$ cat src/hw/core_macros.svh
`ifndef CORE_MACROS_SVH
`define CORE_MACROS_SVH

// datapath and address width
`define XLEN 32

// register index width, x0..x31
`define REG_AW 5

// first fetch address out of reset
`define RESET_PC 32'h8000_0000

// sequential fetch increment, bytes
`define INSN_STEP 4

`endif
$ cat src/hw/trap_pkg.sv
`include "core_macros.svh"

package trap_pkg;

    // machine csr addresses
    localparam logic [11:0] CSR_MTVEC = 12'h305;
    localparam logic [11:0] CSR_MEPC  = 12'h341;

    // mcause for environment call from m-mode
    localparam logic [`XLEN-1:0] CAUSE_ECALL_M = `XLEN'(11);

endpackage

$ cat src/hw/pipe_ctrl_pkg.sv
package pipe_ctrl_pkg;

    // operand source for the exu inputs
    typedef enum logic [1:0] {
        FWD_REG      = 2'b00,   // register file read value
        FWD_EXU      = 2'b01,   // result of the instruction in exu
        FWD_MEM_ALU  = 2'b10,   // alu result carried in mem
        FWD_MEM_LOAD = 2'b11    // load data returned in mem
    } fwd_sel_t;

    // why the fetch stream is being redirected
    typedef enum logic [2:0] {
        RD_NONE   = 3'd0,
        RD_JUMP   = 3'd1,   // jal / jalr, target from exu
        RD_BRANCH = 3'd2,   // taken branch
        RD_FENCE  = 3'd3,   // fence.i refetch
        RD_MRET   = 3'd4,   // return to mepc
        RD_ECALL  = 3'd5    // trap to mtvec
    } redirect_t;

endpackage

$ cat src/hw/pipe_ctrl_top.sv
`include "core_macros.svh"

module pipe_ctrl_top (
    input  logic                     clock,
    input  logic                     rst_n,

    // decode stage
    input  logic                     idu_valid,
    input  logic [`XLEN-1:0]         idu_pc,
    input  logic [`REG_AW-1:0]       idu_rs1,
    input  logic [`REG_AW-1:0]       idu_rs2,
    input  logic [`XLEN-1:0]         idu_rs1_value,
    input  logic [`XLEN-1:0]         idu_rs2_value,
    input  logic                     mret_flag,
    input  logic                     ecall_flag,

    // execute stage
    input  logic                     exu_valid,
    input  logic [`XLEN-1:0]         exu_pc,
    input  logic [`XLEN-1:0]         exu_imm,
    input  logic [`XLEN-1:0]         exu_result,
    input  logic [`REG_AW-1:0]       exu_rd,
    input  logic                     exu_rf_wen,
    input  logic                     mem_ren_exu,   // exu holds a load
    input  logic                     jump_flag,
    input  logic                     branch_flag,
    input  logic                     fence_i_flag,

    // memory stage
    input  logic                     mem_valid,
    input  logic [`REG_AW-1:0]       mem_rd,
    input  logic                     mem_rf_wen,
    input  logic                     mem_ren,
    input  logic [`XLEN-1:0]         mem_alu_result,
    input  logic [`XLEN-1:0]         mem_rdata,

    input  logic                     csr_wen,
    input  logic [11:0]              csr_addr,
    input  logic [`XLEN-1:0]         csr_wdata,

    output logic [`XLEN-1:0]         exu_rs1_in,
    output logic [`XLEN-1:0]         exu_rs2_in,
    output logic                     redirect,
    output logic [`XLEN-1:0]         redirect_pc,
    output pipe_ctrl_pkg::redirect_t redirect_cause,
    output logic                     icache_clr,
    output logic                     stall,
    output logic [`XLEN-1:0]         pc,
    output logic [`XLEN-1:0]         mepc,
    output logic [`XLEN-1:0]         mcause
);
    import pipe_ctrl_pkg::*;

    fwd_sel_t         rs1_sel;
    fwd_sel_t         rs2_sel;
    logic [`XLEN-1:0] mtvec;

    data_hazard data_hazard0 (
        .idu_rs1        (idu_rs1),
        .idu_rs2        (idu_rs2),
        .exu_rd         (exu_rd),
        .mem_rd         (mem_rd),
        .idu_valid      (idu_valid),
        .exu_valid      (exu_valid),
        .mem_valid      (mem_valid),
        .exu_rf_wen     (exu_rf_wen),
        .mem_rf_wen     (mem_rf_wen),
        .mem_ren        (mem_ren),
        .mem_ren_exu    (mem_ren_exu),
        .rs1_sel        (rs1_sel),
        .rs2_sel        (rs2_sel),
        .stall          (stall)
    );

    pipe_control pipe_control0 (
        .rs1_sel        (rs1_sel),
        .rs2_sel        (rs2_sel),
        .idu_rs1_value  (idu_rs1_value),
        .idu_rs2_value  (idu_rs2_value),
        .exu_result     (exu_result),
        .mem_alu_result (mem_alu_result),
        .mem_rdata      (mem_rdata),
        .exu_pc         (exu_pc),
        .exu_imm        (exu_imm),
        .mepc           (mepc),
        .mtvec          (mtvec),
        .idu_valid      (idu_valid),
        .exu_valid      (exu_valid),
        .jump_flag      (jump_flag),
        .branch_flag    (branch_flag),
        .fence_i_flag   (fence_i_flag),
        .mret_flag      (mret_flag),
        .ecall_flag     (ecall_flag),
        .exu_rs1_in     (exu_rs1_in),
        .exu_rs2_in     (exu_rs2_in),
        .redirect_pc    (redirect_pc),
        .redirect       (redirect),
        .icache_clr     (icache_clr),
        .redirect_cause (redirect_cause)
    );

    trap_csr trap_csr0 (
        .clock          (clock),
        .rst_n          (rst_n),
        .csr_wen        (csr_wen),
        .csr_addr       (csr_addr),
        .csr_wdata      (csr_wdata),
        .idu_pc         (idu_pc),
        .redirect_cause (redirect_cause),
        .mtvec          (mtvec),
        .mepc           (mepc),
        .mcause         (mcause)
    );

    pc_gen pc_gen0 (
        .clock          (clock),
        .rst_n          (rst_n),
        .redirect       (redirect),
        .stall          (stall),
        .redirect_pc    (redirect_pc),
        .pc             (pc)
    );

endmodule

$ cat src/hw/pc_gen.sv
`include "core_macros.svh"

module pc_gen (
    input  logic             clock,
    input  logic             rst_n,

    input  logic             redirect,
    input  logic             stall,
    input  logic [`XLEN-1:0] redirect_pc,

    output logic [`XLEN-1:0] pc
);

    logic [`XLEN-1:0] pc_seq;

    assign pc_seq = pc + `XLEN'(`INSN_STEP);

    always_ff @(posedge clock) begin
        if (!rst_n) begin
            pc <= `RESET_PC;
        end else if (redirect) begin
            pc <= redirect_pc;  // flush wins over a load-use hold
        end else if (!stall) begin
            pc <= pc_seq;
        end
    end

endmodule

$ cat src/hw/trap_csr.sv
`include "core_macros.svh"

module trap_csr (
    input  logic                     clock,
    input  logic                     rst_n,

    input  logic                     csr_wen,
    input  logic [11:0]              csr_addr,
    input  logic [`XLEN-1:0]         csr_wdata,

    input  logic [`XLEN-1:0]         idu_pc,
    input  pipe_ctrl_pkg::redirect_t redirect_cause,

    output logic [`XLEN-1:0]         mtvec,
    output logic [`XLEN-1:0]         mepc,
    output logic [`XLEN-1:0]         mcause
);
    import pipe_ctrl_pkg::*;
    import trap_pkg::*;

    logic             trap_take;
    logic             wr_mtvec;
    logic             wr_mepc;
    logic [`XLEN-1:0] wdata_aligned;

    assign trap_take     = (redirect_cause == RD_ECALL);
    assign wr_mtvec      = csr_wen && (csr_addr == CSR_MTVEC);
    assign wr_mepc       = csr_wen && (csr_addr == CSR_MEPC);
    assign wdata_aligned = {csr_wdata[`XLEN-1:2], 2'b00};    // word aligned only

    always_ff @(posedge clock) begin
        if (!rst_n) begin
            mtvec  <= '0;
            mepc   <= '0;
            mcause <= '0;
        end else begin
            if (wr_mtvec) begin
                mtvec <= wdata_aligned;
            end

            // trap entry beats a software write to mepc
            if (trap_take) begin
                mepc   <= idu_pc;
                mcause <= CAUSE_ECALL_M;
            end else if (wr_mepc) begin
                mepc <= wdata_aligned;
            end
        end
    end

endmodule

$ cat src/hw/pipe_control.sv
`include "core_macros.svh"

module pipe_control (
    input  pipe_ctrl_pkg::fwd_sel_t  rs1_sel,
    input  pipe_ctrl_pkg::fwd_sel_t  rs2_sel,

    input  logic [`XLEN-1:0]         idu_rs1_value,
    input  logic [`XLEN-1:0]         idu_rs2_value,
    input  logic [`XLEN-1:0]         exu_result,
    input  logic [`XLEN-1:0]         mem_alu_result,
    input  logic [`XLEN-1:0]         mem_rdata,
    input  logic [`XLEN-1:0]         exu_pc,
    input  logic [`XLEN-1:0]         exu_imm,
    input  logic [`XLEN-1:0]         mepc,
    input  logic [`XLEN-1:0]         mtvec,

    input  logic                     idu_valid,
    input  logic                     exu_valid,
    input  logic                     jump_flag,
    input  logic                     branch_flag,
    input  logic                     fence_i_flag,
    input  logic                     mret_flag,
    input  logic                     ecall_flag,

    output logic [`XLEN-1:0]         exu_rs1_in,
    output logic [`XLEN-1:0]         exu_rs2_in,
    output logic [`XLEN-1:0]         redirect_pc,
    output logic                     redirect,
    output logic                     icache_clr,
    output pipe_ctrl_pkg::redirect_t redirect_cause
);
    import pipe_ctrl_pkg::*;

    logic branch_taken;

    function automatic logic [`XLEN-1:0] fwd_mux(
        input fwd_sel_t         sel,
        input logic [`XLEN-1:0] reg_value,
        input logic [`XLEN-1:0] exu_value,
        input logic [`XLEN-1:0] mem_alu,
        input logic [`XLEN-1:0] mem_load
    );
        logic [`XLEN-1:0] value;
        case (sel)
            FWD_EXU:      value = exu_value;
            FWD_MEM_ALU:  value = mem_alu;
            FWD_MEM_LOAD: value = mem_load;
            default:      value = reg_value;
        endcase
        return value;
    endfunction

    assign exu_rs1_in = fwd_mux(rs1_sel, idu_rs1_value, exu_result, mem_alu_result, mem_rdata);
    assign exu_rs2_in = fwd_mux(rs2_sel, idu_rs2_value, exu_result, mem_alu_result, mem_rdata);

    assign branch_taken = branch_flag && exu_result[0];    // compare outcome in bit 0

    // exu is older than idu, so its causes come first
    always_comb begin
        redirect_cause = RD_NONE;
        if (exu_valid && jump_flag) begin
            redirect_cause = RD_JUMP;
        end else if (exu_valid && branch_taken) begin
            redirect_cause = RD_BRANCH;
        end else if (exu_valid && fence_i_flag) begin
            redirect_cause = RD_FENCE;
        end else if (idu_valid && mret_flag) begin
            redirect_cause = RD_MRET;
        end else if (idu_valid && ecall_flag) begin
            redirect_cause = RD_ECALL;
        end
    end

    always_comb begin
        case (redirect_cause)
            RD_JUMP:   redirect_pc = exu_result;
            RD_BRANCH: redirect_pc = exu_pc + exu_imm;
            RD_FENCE:  redirect_pc = exu_pc + `XLEN'(`INSN_STEP);  // refetch next insn
            RD_MRET:   redirect_pc = mepc;
            RD_ECALL:  redirect_pc = mtvec;
            default:   redirect_pc = '0;
        endcase
    end

    assign redirect   = (redirect_cause != RD_NONE);
    assign icache_clr = (redirect_cause == RD_FENCE);

endmodule

$ cat src/hw/data_hazard.sv
`include "core_macros.svh"

module data_hazard (
    input  logic [`REG_AW-1:0]      idu_rs1,
    input  logic [`REG_AW-1:0]      idu_rs2,
    input  logic [`REG_AW-1:0]      exu_rd,
    input  logic [`REG_AW-1:0]      mem_rd,

    input  logic                    idu_valid,
    input  logic                    exu_valid,
    input  logic                    mem_valid,
    input  logic                    exu_rf_wen,
    input  logic                    mem_rf_wen,
    input  logic                    mem_ren,
    input  logic                    mem_ren_exu,

    output pipe_ctrl_pkg::fwd_sel_t rs1_sel,
    output pipe_ctrl_pkg::fwd_sel_t rs2_sel,
    output logic                    stall
);
    import pipe_ctrl_pkg::*;

    logic exu_fwd_ok;   // exu will write a real register
    logic mem_fwd_ok;
    logic load_use;

    assign exu_fwd_ok = exu_valid && exu_rf_wen && (exu_rd != '0);
    assign mem_fwd_ok = mem_valid && mem_rf_wen && (mem_rd != '0);

    // youngest producer wins
    function automatic fwd_sel_t pick_src(
        input logic [`REG_AW-1:0] rs,
        input logic               exu_ok,
        input logic [`REG_AW-1:0] exu_dst,
        input logic               mem_ok,
        input logic [`REG_AW-1:0] mem_dst,
        input logic               mem_is_load
    );
        fwd_sel_t sel;
        sel = FWD_REG;
        if (exu_ok && (exu_dst == rs)) begin
            sel = FWD_EXU;
        end else if (mem_ok && (mem_dst == rs)) begin
            sel = mem_is_load ? FWD_MEM_LOAD : FWD_MEM_ALU;
        end
        return sel;
    endfunction

    assign rs1_sel = pick_src(idu_rs1, exu_fwd_ok, exu_rd, mem_fwd_ok, mem_rd, mem_ren);
    assign rs2_sel = pick_src(idu_rs2, exu_fwd_ok, exu_rd, mem_fwd_ok, mem_rd, mem_ren);

    // load data not back yet, hold decode one cycle
    assign load_use = exu_valid && mem_ren_exu && (exu_rd != '0) &&
                      ((exu_rd == idu_rs1) || (exu_rd == idu_rs2));

    assign stall = idu_valid && load_use;

endmodule

$ cat config.mk
export PLATFORM = sky130hd
export DESIGN_NAME = pipe_ctrl_top
export DESIGN_NICKNAME = d
export VERILOG_FILES = /design/src/hw/trap_pkg.sv /design/src/hw/pipe_ctrl_pkg.sv /design/src/hw/pipe_ctrl_top.sv /design/src/hw/pc_gen.sv /design/src/hw/trap_csr.sv /design/src/hw/pipe_control.sv /design/src/hw/data_hazard.sv
export VERILOG_INCLUDE_DIRS = /design/src /design/src/hw
export SDC_FILE = /design/constraint.sdc
export NUM_CORES = 1
export LEC_CHECK = 0
export BUFFER_PORTS_ARGS = -buffer_cell sky130_fd_sc_hd__buf_2
export CORE_AREA = 2 2 207 209
export CTS_BUF_LIST = sky130_fd_sc_hd__clkbuf_8
export DETAILED_ROUTE_END_ITERATION = 8
export DIE_AREA = 0 0 209 211
export PLACE_DENSITY_LB_ADDON = 0.25
export SYNTH_ARGS = -nofsm -noshare
export SYNTH_HDL_FRONTEND = slang
export SYNTH_SLANG_ARGS = --single-unit
$ cat constraint.sdc
create_clock -name clock -period 2.7 [get_ports clock]
set_input_delay 0.27 -clock clock [delete_from_list [all_inputs] [get_ports clock]]
set_output_delay 0.27 -clock clock [all_outputs]
set_load 0.01 [all_outputs]
==> reports/qor.txt <==
Number of synthesized flops with an enable pin - 0
Setup repair after global routing missed its margin - yes
Gr usage total - 0.2478
Cell count after synthesis - 1397
Outcome - finished with violations
Instance area at placement - 0.01439 sq mm
Cell types with the largest area share after synthesis - sky130_fd_sc_hd__dfxtp_1, sky130_fd_sc_hd__mux2i_1, sky130_fd_sc_hd__o21ai_0
Die Y - 211 um
Setup WS post-layout - -0.1858 ns
Post-synthesis to final-layout area growth - 59.82%
Number of endpoints failing setup at the final stage - 10
Total die area - 0.04410 sq mm
Initial standard-cell utilization of the core - 0.2358
Count of boundary I/O pins - 533
Crit end category - output port
Share of the synthesized netlist area taken by xor and xnor gates - 0.05515
Std-Cell Rows - 75
Vias in the first global route - 12614
Worst supply voltage drop on vdd - 205.4 uV
Final Hold Vio Count - 0
Critical path cell sequence - buf_8, ha_4, inv_2, fa_2, nand2b_4, a21oi_4, o41a_1, a221o_2, buf_12, a31oi_4, nor4_4, nor3b_2, buf_4, inv_2, buf_6
Overall power consumption - 4.993 mW
Port Buffer Count - 501
Clock network latency to the later pin of the worst-skew pair - 0.43 ns
Portion of the clock cycle consumed by the worst path in the final layout - 1.069
Clock tree from TritonCTS - built
Number of buffers created by CTS - 9
Async set-reset flop share out of synthesis - 0
Horizontal die dimension - 209 um
Synthesized-area fraction occupied by and/or/nand/nor cells - 0.2381
Class of the most critical setup path - primary input to output port
Cell area after synthesis - 0.009847 sq mm
Final layout net count - 2444
Synth top cells by count - sky130_fd_sc_hd__nand2_1, sky130_fd_sc_hd__o21ai_0, sky130_fd_sc_hd__nor2_1, sky130_fd_sc_hd__mux2i_1, sky130_fd_sc_hd__dfxtp_1
Clock buffer depth - 2
Wire length of the first global-routing pass - 81610 um
Filler Cell Count - 4458
Buffer type at the clock tree root - sky130_fd_sc_hd__clkbuf_8
Minimum hold slack - 0.06907 ns
Yosys cell types - 81
Violations in the final reports - negative setup slack
1st-pass router iterations - 6
Cell accounting for the most synthesized area - sky130_fd_sc_hd__dfxtp_1
DRC errors left - 0
Hold/Removal Path Class - primary input to flop
Remaining global-route overflow - 0
Post-CTS clock slew at the launch and capture registers of the worst setup and hold paths - 0.12 ns
Tightest slew margin relative to the limit - 0.5296
GP Congestion - 0.9305
CORE AREA - 0.04176 sq mm
Critical Path Source Type - primary input
Average size of a mapped cell - 7.049 sq um
Most common cell in the netlist - sky130_fd_sc_hd__nand2_1
Maximum clock frequency - 346.5 MHz
Utilization after layout - 0.3769
Clock Sink Count - 95
Per-cell via count in the routed design - 5.054
Tmin final - 2.886 ns
Worst setup timing slack at the placement stage - -0.4478 ns
Cell occurring most often along the worst timing path - sky130_fd_sc_hd__inv_2
Register area - 0.001902 sq mm
Initial detailed-routing violation count - 1046
Clock H-tree levels - 3
Post-synthesis adder-cell area fraction - 0.04396
Share of Yosys cell area claimed by the top area cell type - 0.1931
Ys flop type - sky130_fd_sc_hd__dfxtp_1
Largest net degree at the start of global routing - 65
WP data required - 2.43 ns
Area occupied by multi-input gates - 0.008132 sq mm
Largest stage delay on the critical path - 0.43 ns
Max stage delay cell, worst path - sky130_fd_sc_hd__a221o_2
Arrival time of the worst setup path - 2.62 ns
Leak pwr - 7.476 nW
Total number of vias - 13263
Actual slew at the worst max-slew pin - 0.7003 ns
Power density of the placed cells - 317.3 mW/mm^2
Half-perimeter wire length after placement - 46720 um
WL final - 57040 um
Mean routed wirelength per cell - 21.74 um
Initial antenna violation count - 9
Maximum net fanout on the critical path - 3
Number of pins exceeding their max-slew limit in the final report - 0
Antenna-violating nets left - 0
Compound-gate portion of the synthesized area - 0.2956
Part of the Yosys area used for sequential elements - 0.1931
Number of maximum-capacitance violations - 0
Synth warn - 0
Main combinational cell family by area after synthesis - compound AO/OA/AOI/OAI gates
Final clock skew - 0.02149 ns
Number of register bits inferred by synthesis - 95
Layout Cell Area excl Fill - 0.01574 sq mm
Proportion of layout cells with a drive suffix above 1 - 0.4327
Post-synthesis mux area share - 0.1029
## layout make-up
| class | instances | share of cell area |
|---|---|---|
| multi-input combinational | 1178 | 0.5167 |
| timing repair buffer | 763 | 0.2984 |
| sequential | 95 | 0.1208 |
| tap | 539 | 0.04285 |
| clock buffer | 9 | 0.007871 |
| inverter | 28 | 0.006678 |
| clock inverter | 7 | 0.005883 |
| antenna | 5 | 0.0007950 |
## state kept, by name (all words and copies together) (netlist names)
register,flops
pc_gen0.pc,32
trap_csr0.mepc,32
trap_csr0.mtvec,30
trap_csr0.mcause,1
## final timing paths
kind	start	end	slack (ns)	cells after the start
max reg2reg	pc_gen0.pc[2]$_SDFFE_PN0P_	pc_gen0.pc[30]$_SDFFE_PN0P_	0.31	9
min reg2reg	pc_gen0.pc[10]$_SDFFE_PN0P_	pc_gen0.pc[10]$_SDFFE_PN0P_	0.48	2
max	exu_pc[0]	redirect_pc[28]	-0.19	15
min	idu_pc[1]	trap_csr0.mepc[1]$_SDFFE_PN0P_	0.07	3
## logic make-up after synthesis
kind of cell	count (synthesis)
buffers and inverters	152
multiplexers	101
flip-flops	95
other	1
adder cells (fa/ha/maj)	34
AO/OA/AOI/OAI	443
AND/OR/NAND/NOR	509
XOR/XNOR	62
## cells in the final DEF, fill, tap and decap left out, drive strengths merged, types with 9 or more instances in the layout
master,count
buf,763
nand2,211
o21ai,190
nor2,123
mux2i,99
dfxtp,95
a21oi,62
nand3,45
a211oi,40
ha,33
inv,33
xor2,32
xnor2,30
conb,29
nor3,25
a222oi,22
nand4,22
and3,20
o211ai,16
a31oi,16
a21o,13
and2,11
o21a,10
o221a,10
clkbuf,9
nand2b,9
## metal layers
layer / vias to the layer above / track usage / part of all wire
li1: 6433 / - / -
met1: 6242 / 0.3301 / 0.45
met2: 513 / 0.4083 / 0.46
met3: 69 / 0.04520 / 0.061
met4: 6 / 0.07217 / 0.026
met5: - / 0 / 0.00061
## power breakdown
part | leakage, nW | internal [mW] | total (mW) | switching, mW
logic | 6.59 | 1.09 | 2.32 | 1.23
registers | 0.772 | 1.46 | 1.52 | 0.0617
clock network | 0.110 | 0.458 | 1.16 | 0.701
## through the flow
step / instances / TNS (ns)
floorplan: 1425 / 0
CTS: 2603 / -0.8600
detailed placement: 2569 / -7.071
global placement: 2569 / -6.218
finish: 2624 / -0.9483
global route: 2622 / -2.041
## what timing repair did
action	CTS	global route
hold buffers	0	0
buffers inserted	18	17
pin swaps	36	40
endpoints found under the setup margin	20	37
resized for setup	84	62
## critical path, delay by kind of cell
family / cells / cell delay [ns]
buffers and inverters: 6 / 0.59
AOI/OAI and AO/OA: 4 / 1.02
adders and majority gates: 2 / 0.35
and+or+nand+nor: 3 / 0.39
No activity file was read; power rests on OpenSTA's default activity.
